==> config.mk <==
export PLATFORM = sky130hd
export DESIGN_NAME = dps_utim64
export DESIGN_NICKNAME = d
export VERILOG_FILES = /design/src/hw/utim64_pkg.sv /design/src/hw/utim64_tick_sync.sv /design/src/hw/utim64.sv /design/src/hw/utim64_irq_flags.sv /design/src/hw/dps_utim64.sv
export SDC_FILE = /design/constraint.sdc
export NUM_CORES = 2
export LEC_CHECK = 0
export BUFFER_PORTS_ARGS = -buffer_cell sky130_fd_sc_hd__buf_4
export CAP_MARGIN = 20
export CORE_ASPECT_RATIO = 0.7
export CORE_UTILIZATION = 59
export DETAILED_ROUTE_END_ITERATION = 6
export PLACE_DENSITY = 0.78
export SKIP_LAST_GASP = 1
export SYNTH_ARGS = -nofsm -noshare
export SYNTH_HDL_FRONTEND = slang
export SYNTH_SLANG_ARGS = --single-unit
==> constraint.sdc <==
create_clock -name iCLOCK -period 7.6 [get_ports iCLOCK]
set_clock_uncertainty 0.1 [all_clocks]
set_input_delay 1.14 -clock iCLOCK [delete_from_list [all_inputs] [get_ports iCLOCK]]
set_output_delay 1.14 -clock iCLOCK [all_outputs]
set_load 0.1 [all_outputs]
==> src/hw/utim64_pkg.sv <==
package utim64_pkg;

	// Data widths
	typedef logic [31:0] tim_word_t;
	typedef logic [63:0] tim_count_t;
	typedef logic [4:0] bus_addr_t;
	typedef logic [3:0] reg_addr_t;
	typedef logic [3:0] irq_vec_t;
	// Timer A low nibble, timer B high nibble
	typedef logic [7:0] flag_vec_t;

	// Compare channels per timer
	localparam int CHANNELS = 4;

	// Per-timer register offsets
	// Config bit 0 count enable, bits 4..1 compare enables
	localparam reg_addr_t REG_CONFIG = 4'd0;
	localparam reg_addr_t REG_COUNT_LO = 4'd1;
	localparam reg_addr_t REG_COUNT_HI = 4'd2;
	// Channel k low word at 4+2k, high word at 5+2k
	localparam reg_addr_t REG_CMP_BASE = 4'd4;
	// Last offset decoded into a timer window
	localparam reg_addr_t REG_LAST = 4'hE;

	// Peripheral address map
	localparam bus_addr_t BASE_TIM_A = 5'h00;
	localparam bus_addr_t BASE_TIM_B = 5'h10;
	localparam bus_addr_t ADDR_FLAGS = 5'h1F;

	// Request on the outside bus
	typedef struct packed {
		logic rw;
		bus_addr_t addr;
		tim_word_t data;
	} bus_req_t;

	// Request as one timer sees it
	typedef struct packed {
		logic rw;
		reg_addr_t addr;
		tim_word_t data;
	} tim_req_t;

	typedef enum logic {SEL_IDLE, SEL_RD_WAIT} sel_state_t;
	typedef enum logic [1:0] {IRQ_IDLE, IRQ_PENDING, IRQ_ACKED} irq_state_t;
	typedef enum logic [1:0] {SEL_TIM_A, SEL_TIM_B, SEL_FLAGS} mod_sel_t;

endpackage

==> src/hw/utim64_tick_sync.sv <==
`timescale 1ns/1ps

module utim64_tick_sync (
	input logic iCLOCK,
	input logic inRESET,
	input logic timer_clock,
	output logic tick
);

	// Two sync stages plus previous sample
	logic sync_1;
	logic sync_2;
	logic sync_prev;

	always_ff @(posedge iCLOCK or negedge inRESET) begin
		if (!inRESET) begin
			sync_1 <= 1'b0;
			sync_2 <= 1'b0;
			sync_prev <= 1'b0;
		end else begin
			sync_1 <= timer_clock;
			sync_2 <= sync_1;
			sync_prev <= sync_2;
		end
	end

	// One-cycle strobe per rising edge
	assign tick = sync_2 && !sync_prev;

endmodule

==> src/hw/utim64.sv <==
`timescale 1ns/1ps

module utim64 (
	input logic iCLOCK,
	input logic inRESET,
	input logic tick,
	input logic req_valid,
	input utim64_pkg::tim_req_t req,
	output logic rd_valid,
	output utim64_pkg::tim_word_t rd_data,
	output utim64_pkg::irq_vec_t irq
);

	logic [4:0] cfg;
	logic cnt_en;
	utim64_pkg::irq_vec_t cmp_en;
	utim64_pkg::tim_count_t count;
	utim64_pkg::tim_count_t cmp [utim64_pkg::CHANNELS];
	logic wr;
	logic rd;
	logic inc;
	logic inc_q;
	utim64_pkg::tim_word_t rd_mux;

	// Config fields
	assign cnt_en = cfg[0];
	assign cmp_en = cfg[4:1];

	assign wr = req_valid && req.rw;
	assign rd = req_valid && !req.rw;
	assign inc = tick && cnt_en;

	// Config register
	always_ff @(posedge iCLOCK or negedge inRESET) begin
		if (!inRESET) begin
			cfg <= '0;
		end else if (wr && req.addr == utim64_pkg::REG_CONFIG) begin
			cfg <= req.data[4:0];
		end
	end

	// Counter
	// Loading a half wins over a tick in the same cycle
	always_ff @(posedge iCLOCK or negedge inRESET) begin
		if (!inRESET) begin
			count <= '0;
			inc_q <= 1'b0;
		end else begin
			inc_q <= 1'b0;
			if (wr && req.addr == utim64_pkg::REG_COUNT_LO) begin
				count[31:0] <= req.data;
			end else if (wr && req.addr == utim64_pkg::REG_COUNT_HI) begin
				count[63:32] <= req.data;
			end else if (inc) begin
				count <= count + 64'd1;
				// Marks a freshly incremented count
				inc_q <= 1'b1;
			end
		end
	end

	// Compare values, two words per channel
	always_ff @(posedge iCLOCK or negedge inRESET) begin
		if (!inRESET) begin
			for (int k = 0; k < utim64_pkg::CHANNELS; k++) begin
				cmp[k] <= '0;
			end
		end else if (wr) begin
			for (int k = 0; k < utim64_pkg::CHANNELS; k++) begin
				if (req.addr == utim64_pkg::reg_addr_t'(utim64_pkg::REG_CMP_BASE + 2 * k)) begin
					cmp[k][31:0] <= req.data;
				end
				if (req.addr == utim64_pkg::reg_addr_t'(utim64_pkg::REG_CMP_BASE + 2 * k + 1)) begin
					cmp[k][63:32] <= req.data;
				end
			end
		end
	end

	// Match pulses
	// Only checked the cycle after an increment
	always_ff @(posedge iCLOCK or negedge inRESET) begin
		if (!inRESET) begin
			irq <= '0;
		end else begin
			for (int k = 0; k < utim64_pkg::CHANNELS; k++) begin
				irq[k] <= inc_q && cnt_en && cmp_en[k] && (count == cmp[k]);
			end
		end
	end

	// Read select
	always_comb begin
		rd_mux = '0;
		case (req.addr)
			utim64_pkg::REG_CONFIG: rd_mux = {27'd0, cfg};
			utim64_pkg::REG_COUNT_LO: rd_mux = count[31:0];
			utim64_pkg::REG_COUNT_HI: rd_mux = count[63:32];
			default: begin
				// Compare words, anything else stays zero
				for (int k = 0; k < utim64_pkg::CHANNELS; k++) begin
					if (req.addr == utim64_pkg::reg_addr_t'(utim64_pkg::REG_CMP_BASE + 2 * k)) begin
						rd_mux = cmp[k][31:0];
					end
					if (req.addr ==
						utim64_pkg::reg_addr_t'(utim64_pkg::REG_CMP_BASE + 2 * k + 1)) begin
						rd_mux = cmp[k][63:32];
					end
				end
			end
		endcase
	end

	// Read response one cycle after the request
	always_ff @(posedge iCLOCK or negedge inRESET) begin
		if (!inRESET) begin
			rd_valid <= 1'b0;
		end else begin
			rd_valid <= rd;
		end
	end

	always_ff @(posedge iCLOCK) begin
		if (rd) begin
			rd_data <= rd_mux;
		end
	end

endmodule

==> src/hw/utim64_irq_flags.sv <==
`timescale 1ns/1ps

module utim64_irq_flags (
	input logic iCLOCK,
	input logic inRESET,
	input utim64_pkg::irq_vec_t irq_a,
	input utim64_pkg::irq_vec_t irq_b,
	input logic flags_read,
	input logic irq_ack,
	output logic irq_valid,
	output logic flags_rd_valid,
	output utim64_pkg::flag_vec_t flags_rd_data
);

	utim64_pkg::irq_state_t state;
	utim64_pkg::flag_vec_t flags;
	utim64_pkg::flag_vec_t pulses;

	// Timer B in the high nibble
	assign pulses = {irq_b, irq_a};

	// Sticky flags and interrupt FSM
	always_ff @(posedge iCLOCK or negedge inRESET) begin
		if (!inRESET) begin
			state <= utim64_pkg::IRQ_IDLE;
			flags <= '0;
		end else begin
			// Pulses accumulate every cycle
			flags <= flags | pulses;
			case (state)
				utim64_pkg::IRQ_IDLE: begin
					if (|pulses) begin
						state <= utim64_pkg::IRQ_PENDING;
					end
				end
				utim64_pkg::IRQ_PENDING: begin
					if (irq_ack) begin
						state <= utim64_pkg::IRQ_ACKED;
					end
				end
				utim64_pkg::IRQ_ACKED: begin
					// Read clears, keeping only this cycle's pulses
					if (flags_read) begin
						state <= utim64_pkg::IRQ_IDLE;
						flags <= pulses;
					end
				end
				default: state <= utim64_pkg::IRQ_IDLE;
			endcase
		end
	end

	// Line held for the whole pending state
	assign irq_valid = (state == utim64_pkg::IRQ_PENDING);

	// Registered read response
	always_ff @(posedge iCLOCK or negedge inRESET) begin
		if (!inRESET) begin
			flags_rd_valid <= 1'b0;
		end else begin
			flags_rd_valid <= flags_read;
		end
	end

	always_ff @(posedge iCLOCK) begin
		if (flags_read) begin
			flags_rd_data <= flags;
		end
	end

endmodule

==> src/hw/dps_utim64.sv <==
`timescale 1ns/1ps

module dps_utim64 (
	input logic iCLOCK,
	input logic inRESET,
	input logic timer_clock,
	input logic req_valid,
	input utim64_pkg::bus_req_t req,
	input logic irq_ack,
	output logic req_busy,
	output logic rsp_valid,
	output utim64_pkg::tim_word_t rsp_data,
	output logic irq_valid
);

	utim64_pkg::sel_state_t state;
	utim64_pkg::mod_sel_t sel;
	utim64_pkg::tim_req_t tim_req;
	logic accept;
	logic hit_a;
	logic hit_b;
	logic hit_flags;
	logic a_tick;
	logic b_tick;
	logic a_rd_valid;
	logic b_rd_valid;
	utim64_pkg::tim_word_t a_rd_data;
	utim64_pkg::tim_word_t b_rd_data;
	utim64_pkg::irq_vec_t a_irq;
	utim64_pkg::irq_vec_t b_irq;
	logic flags_rd_valid;
	utim64_pkg::flag_vec_t flags_rd_data;

	// Accept only while idle
	assign accept = req_valid && (state == utim64_pkg::SEL_IDLE);

	// Address decode, offset 0xF of each window falls outside
	assign hit_a = (req.addr[4] == utim64_pkg::BASE_TIM_A[4]) &&
		(req.addr[3:0] <= utim64_pkg::REG_LAST);
	assign hit_b = (req.addr[4] == utim64_pkg::BASE_TIM_B[4]) &&
		(req.addr[3:0] <= utim64_pkg::REG_LAST);
	assign hit_flags = (req.addr == utim64_pkg::ADDR_FLAGS);

	// Both timers see the full 4-bit offset
	assign tim_req = '{rw: req.rw, addr: req.addr[3:0], data: req.data};

	// Read select FSM
	always_ff @(posedge iCLOCK or negedge inRESET) begin
		if (!inRESET) begin
			state <= utim64_pkg::SEL_IDLE;
			sel <= utim64_pkg::SEL_TIM_A;
		end else begin
			case (state)
				utim64_pkg::SEL_IDLE: begin
					if (accept && !req.rw) begin
						state <= utim64_pkg::SEL_RD_WAIT;
						// 0x0F lands on timer A, which stays silent
						if (hit_b) begin
							sel <= utim64_pkg::SEL_TIM_B;
						end else if (hit_flags) begin
							sel <= utim64_pkg::SEL_FLAGS;
						end else begin
							sel <= utim64_pkg::SEL_TIM_A;
						end
					end
				end
				default: state <= utim64_pkg::SEL_IDLE;
			endcase
		end
	end

	// Busy and response share the single wait cycle
	assign req_busy = (state == utim64_pkg::SEL_RD_WAIT);
	assign rsp_valid = (state == utim64_pkg::SEL_RD_WAIT);

	utim64_tick_sync tick_a (.iCLOCK, .inRESET, .timer_clock, .tick(a_tick));
	utim64_tick_sync tick_b (.iCLOCK, .inRESET, .timer_clock, .tick(b_tick));

	utim64 tim_a (
		.iCLOCK, .inRESET, .tick(a_tick), .req_valid(accept && hit_a), .req(tim_req),
		.rd_valid(a_rd_valid), .rd_data(a_rd_data), .irq(a_irq)
	);

	utim64 tim_b (
		.iCLOCK, .inRESET, .tick(b_tick), .req_valid(accept && hit_b), .req(tim_req),
		.rd_valid(b_rd_valid), .rd_data(b_rd_data), .irq(b_irq)
	);

	utim64_irq_flags flags (
		.iCLOCK, .inRESET, .irq_a(a_irq), .irq_b(b_irq),
		.flags_read(accept && !req.rw && hit_flags), .irq_ack, .irq_valid,
		.flags_rd_valid, .flags_rd_data
	);

	// Response mux, zero when the selected source did not answer
	always_comb begin
		case (sel)
			utim64_pkg::SEL_TIM_A: rsp_data = a_rd_valid ? a_rd_data : '0;
			utim64_pkg::SEL_TIM_B: rsp_data = b_rd_valid ? b_rd_data : '0;
			utim64_pkg::SEL_FLAGS: rsp_data = flags_rd_valid ? {24'd0, flags_rd_data} : '0;
			default: rsp_data = '0;
		endcase
	end

endmodule

==> impl_metrics.yaml <==
timing:
  hold_viol: 0
  slew_headroom_pct: 13.12
  fin_crit_ns: 4.366
  worstMarginPinSlew_ns: 1.291
  rsz0062_at_grt: "false"
  tns_ns: 0
  setup_violations: 0
  fmax_ghz: 0.2291
  fin_crit_sh_pct: 57.44
  drv_slew: 0
cts:
  cts_tree: "done"
  cts_htree_levels: 3
  clkSlewWorstSetupHoldPaths_ns: 0.07
  cts_made_buffers: 76
  clockBufferDepth: 3
  post_cts_resized: 0
  hold_buffers: 0
  clk_latency_ns: 0.66
  cts.sinks: 751
  cts-root-buf: "clkbuf_16"
  cts_setup_buffers: 0
worst_setup_path:
  cp.required_ns: 7.94
  r2r_setup_slack_ns: 3.23
  slowest_stage: "xnor2_1"
  worstSetupPathType: "reg2reg"
  cp-end-kind: "flop"
  critPathLaunchType: "flop"
  ff2ff_path_depth: 5
  cp_max_fo: 10
  slowest_delay_ns: 1.05
  worst_r2r_startpoint: "tim_a.count[0]$_DFFE_PN0P_"
  r2r-end: "tim_a.irq[3]$_DFF_PN0_"
  arrival_ns: 4.71
  path_cells: "xnor2_1 -> nand4_1 -> nor3_1 -> nand3_1 -> nor4_1"
global_routing:
  grt.total_usage_pct: 47.50
  grt_first_pass_wirelength_um: 243400
  grt_pass1_vias: 32302
  grt-ovfl-total: 0
  antenna_found_initial: 18
  grt_max_degree: 144
min_path:
  min_path_cells: 0
  hold_start: "tick_b.sync_1$_DFF_PN0_"
  hold_path_end: "tick_b.sync_2$_DFF_PN0_"
  hp-class: "reg2reg"
synth:
  yosys.area_share.simple_pct: 10.94
  synthAdderAreaFrac_pct: 0.05985
  async_flop_share_pct: 90.41
  postSynthAreaPerCell_sq_um: 10.84
  synth_top_family_by_area: "multiplexers"
  synth_area_leaders: "dfrtp_1 41%, mux2_2 14%, xnor2_1 8.0%, edfxtp_1 5.2%, xor2_1 3.4%"
  synth.area.mux_share_pct: 14.63
  synth_seq_cells: 751
  seq_area_frac_synth_pct: 45.81
  synth_edf_count: 72
  synth.distinct_cells: 88
  synth_top_area_share_pct: 40.64
  synth_flop_cell: "dfrtp_1"
  syn_nets: 3902
  yosysWarnings: 0
  synthTopCellsByCount: "679 x dfrtp_1, 524 x mux2_2, 384 x xnor2_1"
  yosys.area_share.xor_xnor_pct: 11.40
  syn_area_sq_um: 41810
  synth_compound_area_share_pct: 12.82
  synth_cells: 3857
  netlist.top_cell.by_area: "dfrtp_1"
  synth_most_common_cell: "dfrtp_1"
floorplan:
  dieWidth_um: 320.2
  pin_count: 78
  chipHeight_um: 224.7
  row_count: 81
  core_area_sq_um: 69930
  start_util_pct: 59.79
  die-area_sq_um: 71960
cells_and_area:
  fill_cells: 5526
  syn_to_final_growth_pct: 8.061
  nets: 3724
  stdcell_count: 4664
  drive_above_1_share_pct: 22.52
job:
  cap_violations: 0
drt:
  drtIter0Drc: 8046
  drc: 9
  detail_route.wl_per_cell_um: 37.16
  dr.pass1.iters: 7
  vias: 36669
  routed_wl_um: 173300
  viasPerCell: 7.862
  antenna_left: 0
placed_design:
  dp_hpwl_um: 120800
  portBuffers: 77
  gp_congestion: 1.131
  place_inst: 4504
pwr:
  p_per_area_nw_per_um2: 250.6
  power_leakage_nw: 19.21
  irDropWorstVdd_uv: 179.2
status:
  violations: "design-rule violations"
  status: "complete, but fails checks"
[per-layer routing]
layer	up-vias	global-route usage (%)	wire length (um)
met5	-	2.222	468
met4	30	10.57	6555
met3	640	34.82	39280
met2	3809	56.57	60610
met1	18237	66.54	66390
li1	13953	-	-
[report_power, final]
part           total, mW  internal, mW  switching (mW)
Clock               4.00          2.25            1.74
Sequential          5.22          4.46           0.757
Combinational       2.11         0.790            1.32
[layout by cell type (no fill, tap or decap), types with 11 or more instances in the layout]
cell,synthesis,layout
dfrtp_1,679,679
mux2_2,524,524
xnor2_1,384,384
nand4_1,163,163
xor2_1,160,160
nand2_1,148,140
nor2_1,143,139
o22ai_1,128,128
buf_4,13,126
a22oi_1,99,99
nand3_1,100,99
nor4_1,84,84
a21oi_1,85,83
clkbuf_16,0,78
edfxtp_1,72,72
a221oi_1,66,66
o21ai_0,64,64
nor3_1,54,54
o31ai_1,48,48
inv_1,46,46
o31a_1,44,44
a22o_1,33,33
o211ai_1,28,28
and3_1,19,18
or4_1,18,18
a221o_1,17,17
mux2i_1,17,17
clkbuf_1,246,17
a211oi_1,16,16
and4_1,15,15
a21o_1,15,14
a31oi_1,12,12
and2_1,13,12
or3_1,11,11
[cell families (layout without fill, tap and decap cells)]
group,after synthesis,after routing
AOI/OAI and AO/OA,740,740
DFF,751,751
and+or+nand+nor,831,831
muxes,543,543
xor gates and xnor gates,544,544
other,0,8
buffers and inverters,446,332
adders and majority gates,2,2
[worst max-delay path, delay by kind of cell (launching register included)]
kind          cells  cell delay, ns
xor+xnor          1            1.05
flops             1            0.58
simple gates      4            2.42
[flip-flops by register name, indices dropped and copies added, names as in the netlist, 4 cells and up]
name,flops
tim_a.irq,4
tim_b.count,64
flags.flags,8
tim_a.rd_data,32
tim_a.cfg,5
flags.flags_rd_data,8
tim_a.count,64
tim_a.cmp,256
tim_b.rd_data,32
tim_b.cfg,5
tim_b.irq,4
tim_b.cmp,256
[worst max-delay path by stage]
stage | start | end | slack, ns
2_1_floorplan | req[33] | tim_a.rd_data[0]$_DFFE_PP_ | 3.69
3_3_place_gp | req[33] | tim_a.count[33]$_DFFE_PN0P_ | 3.08
3_5_place_dp | req[33] | tim_a.count[33]$_DFFE_PN0P_ | 3.09
4_1_cts | tim_a.count[0]$_DFFE_PN0P_ | tim_a.count[52]$_DFFE_PN0P_ | 3.72
5_1_grt | tim_a.count[0]$_DFFE_PN0P_ | tim_a.count[52]$_DFFE_PN0P_ | 3.33
6_report | tim_a.count[0]$_DFFE_PN0P_ | tim_a.irq[3]$_DFF_PN0_ | 3.23
[cell type report]
class                           instances  area (sq um)  share of cell area (%)
Tap cell                              913          1142                   2.528
Clock buffer                          103          2126                   4.705
Inverter                               47         176.4                  0.3905
Multi-Input combinational cell       2660         21000                   46.47
Sequential cell                       751         19150                   42.39
Clock inverter                         39         434.2                  0.9609
Antenna cell                            8         20.02                 0.04431
Timing Repair Buffer                  143          1134                   2.509
[metrics by stage]
stage | utilization, % | power, mW | instance area, sq um | worst slack, ns | hold slack (ns)
global route | 64.58 | 11.43 | 45160 | 3.334 | 0.2770
CTS | 64.49 | 11.01 | 45100 | 3.722 | 0.2683
detailed placement | 60.83 | 7.106 | 42540 | 3.086 | 0.2403
finish | 64.61 | 11.32 | 45180 | 3.234 | 0.2671
floorplan | - | 6.163 | 41810 | 3.687 | 0.2312
global placement | 60.82 | 7.051 | 42530 | 3.076 | 0.2359
Note: power is estimated with default switching activity, not from simulation.
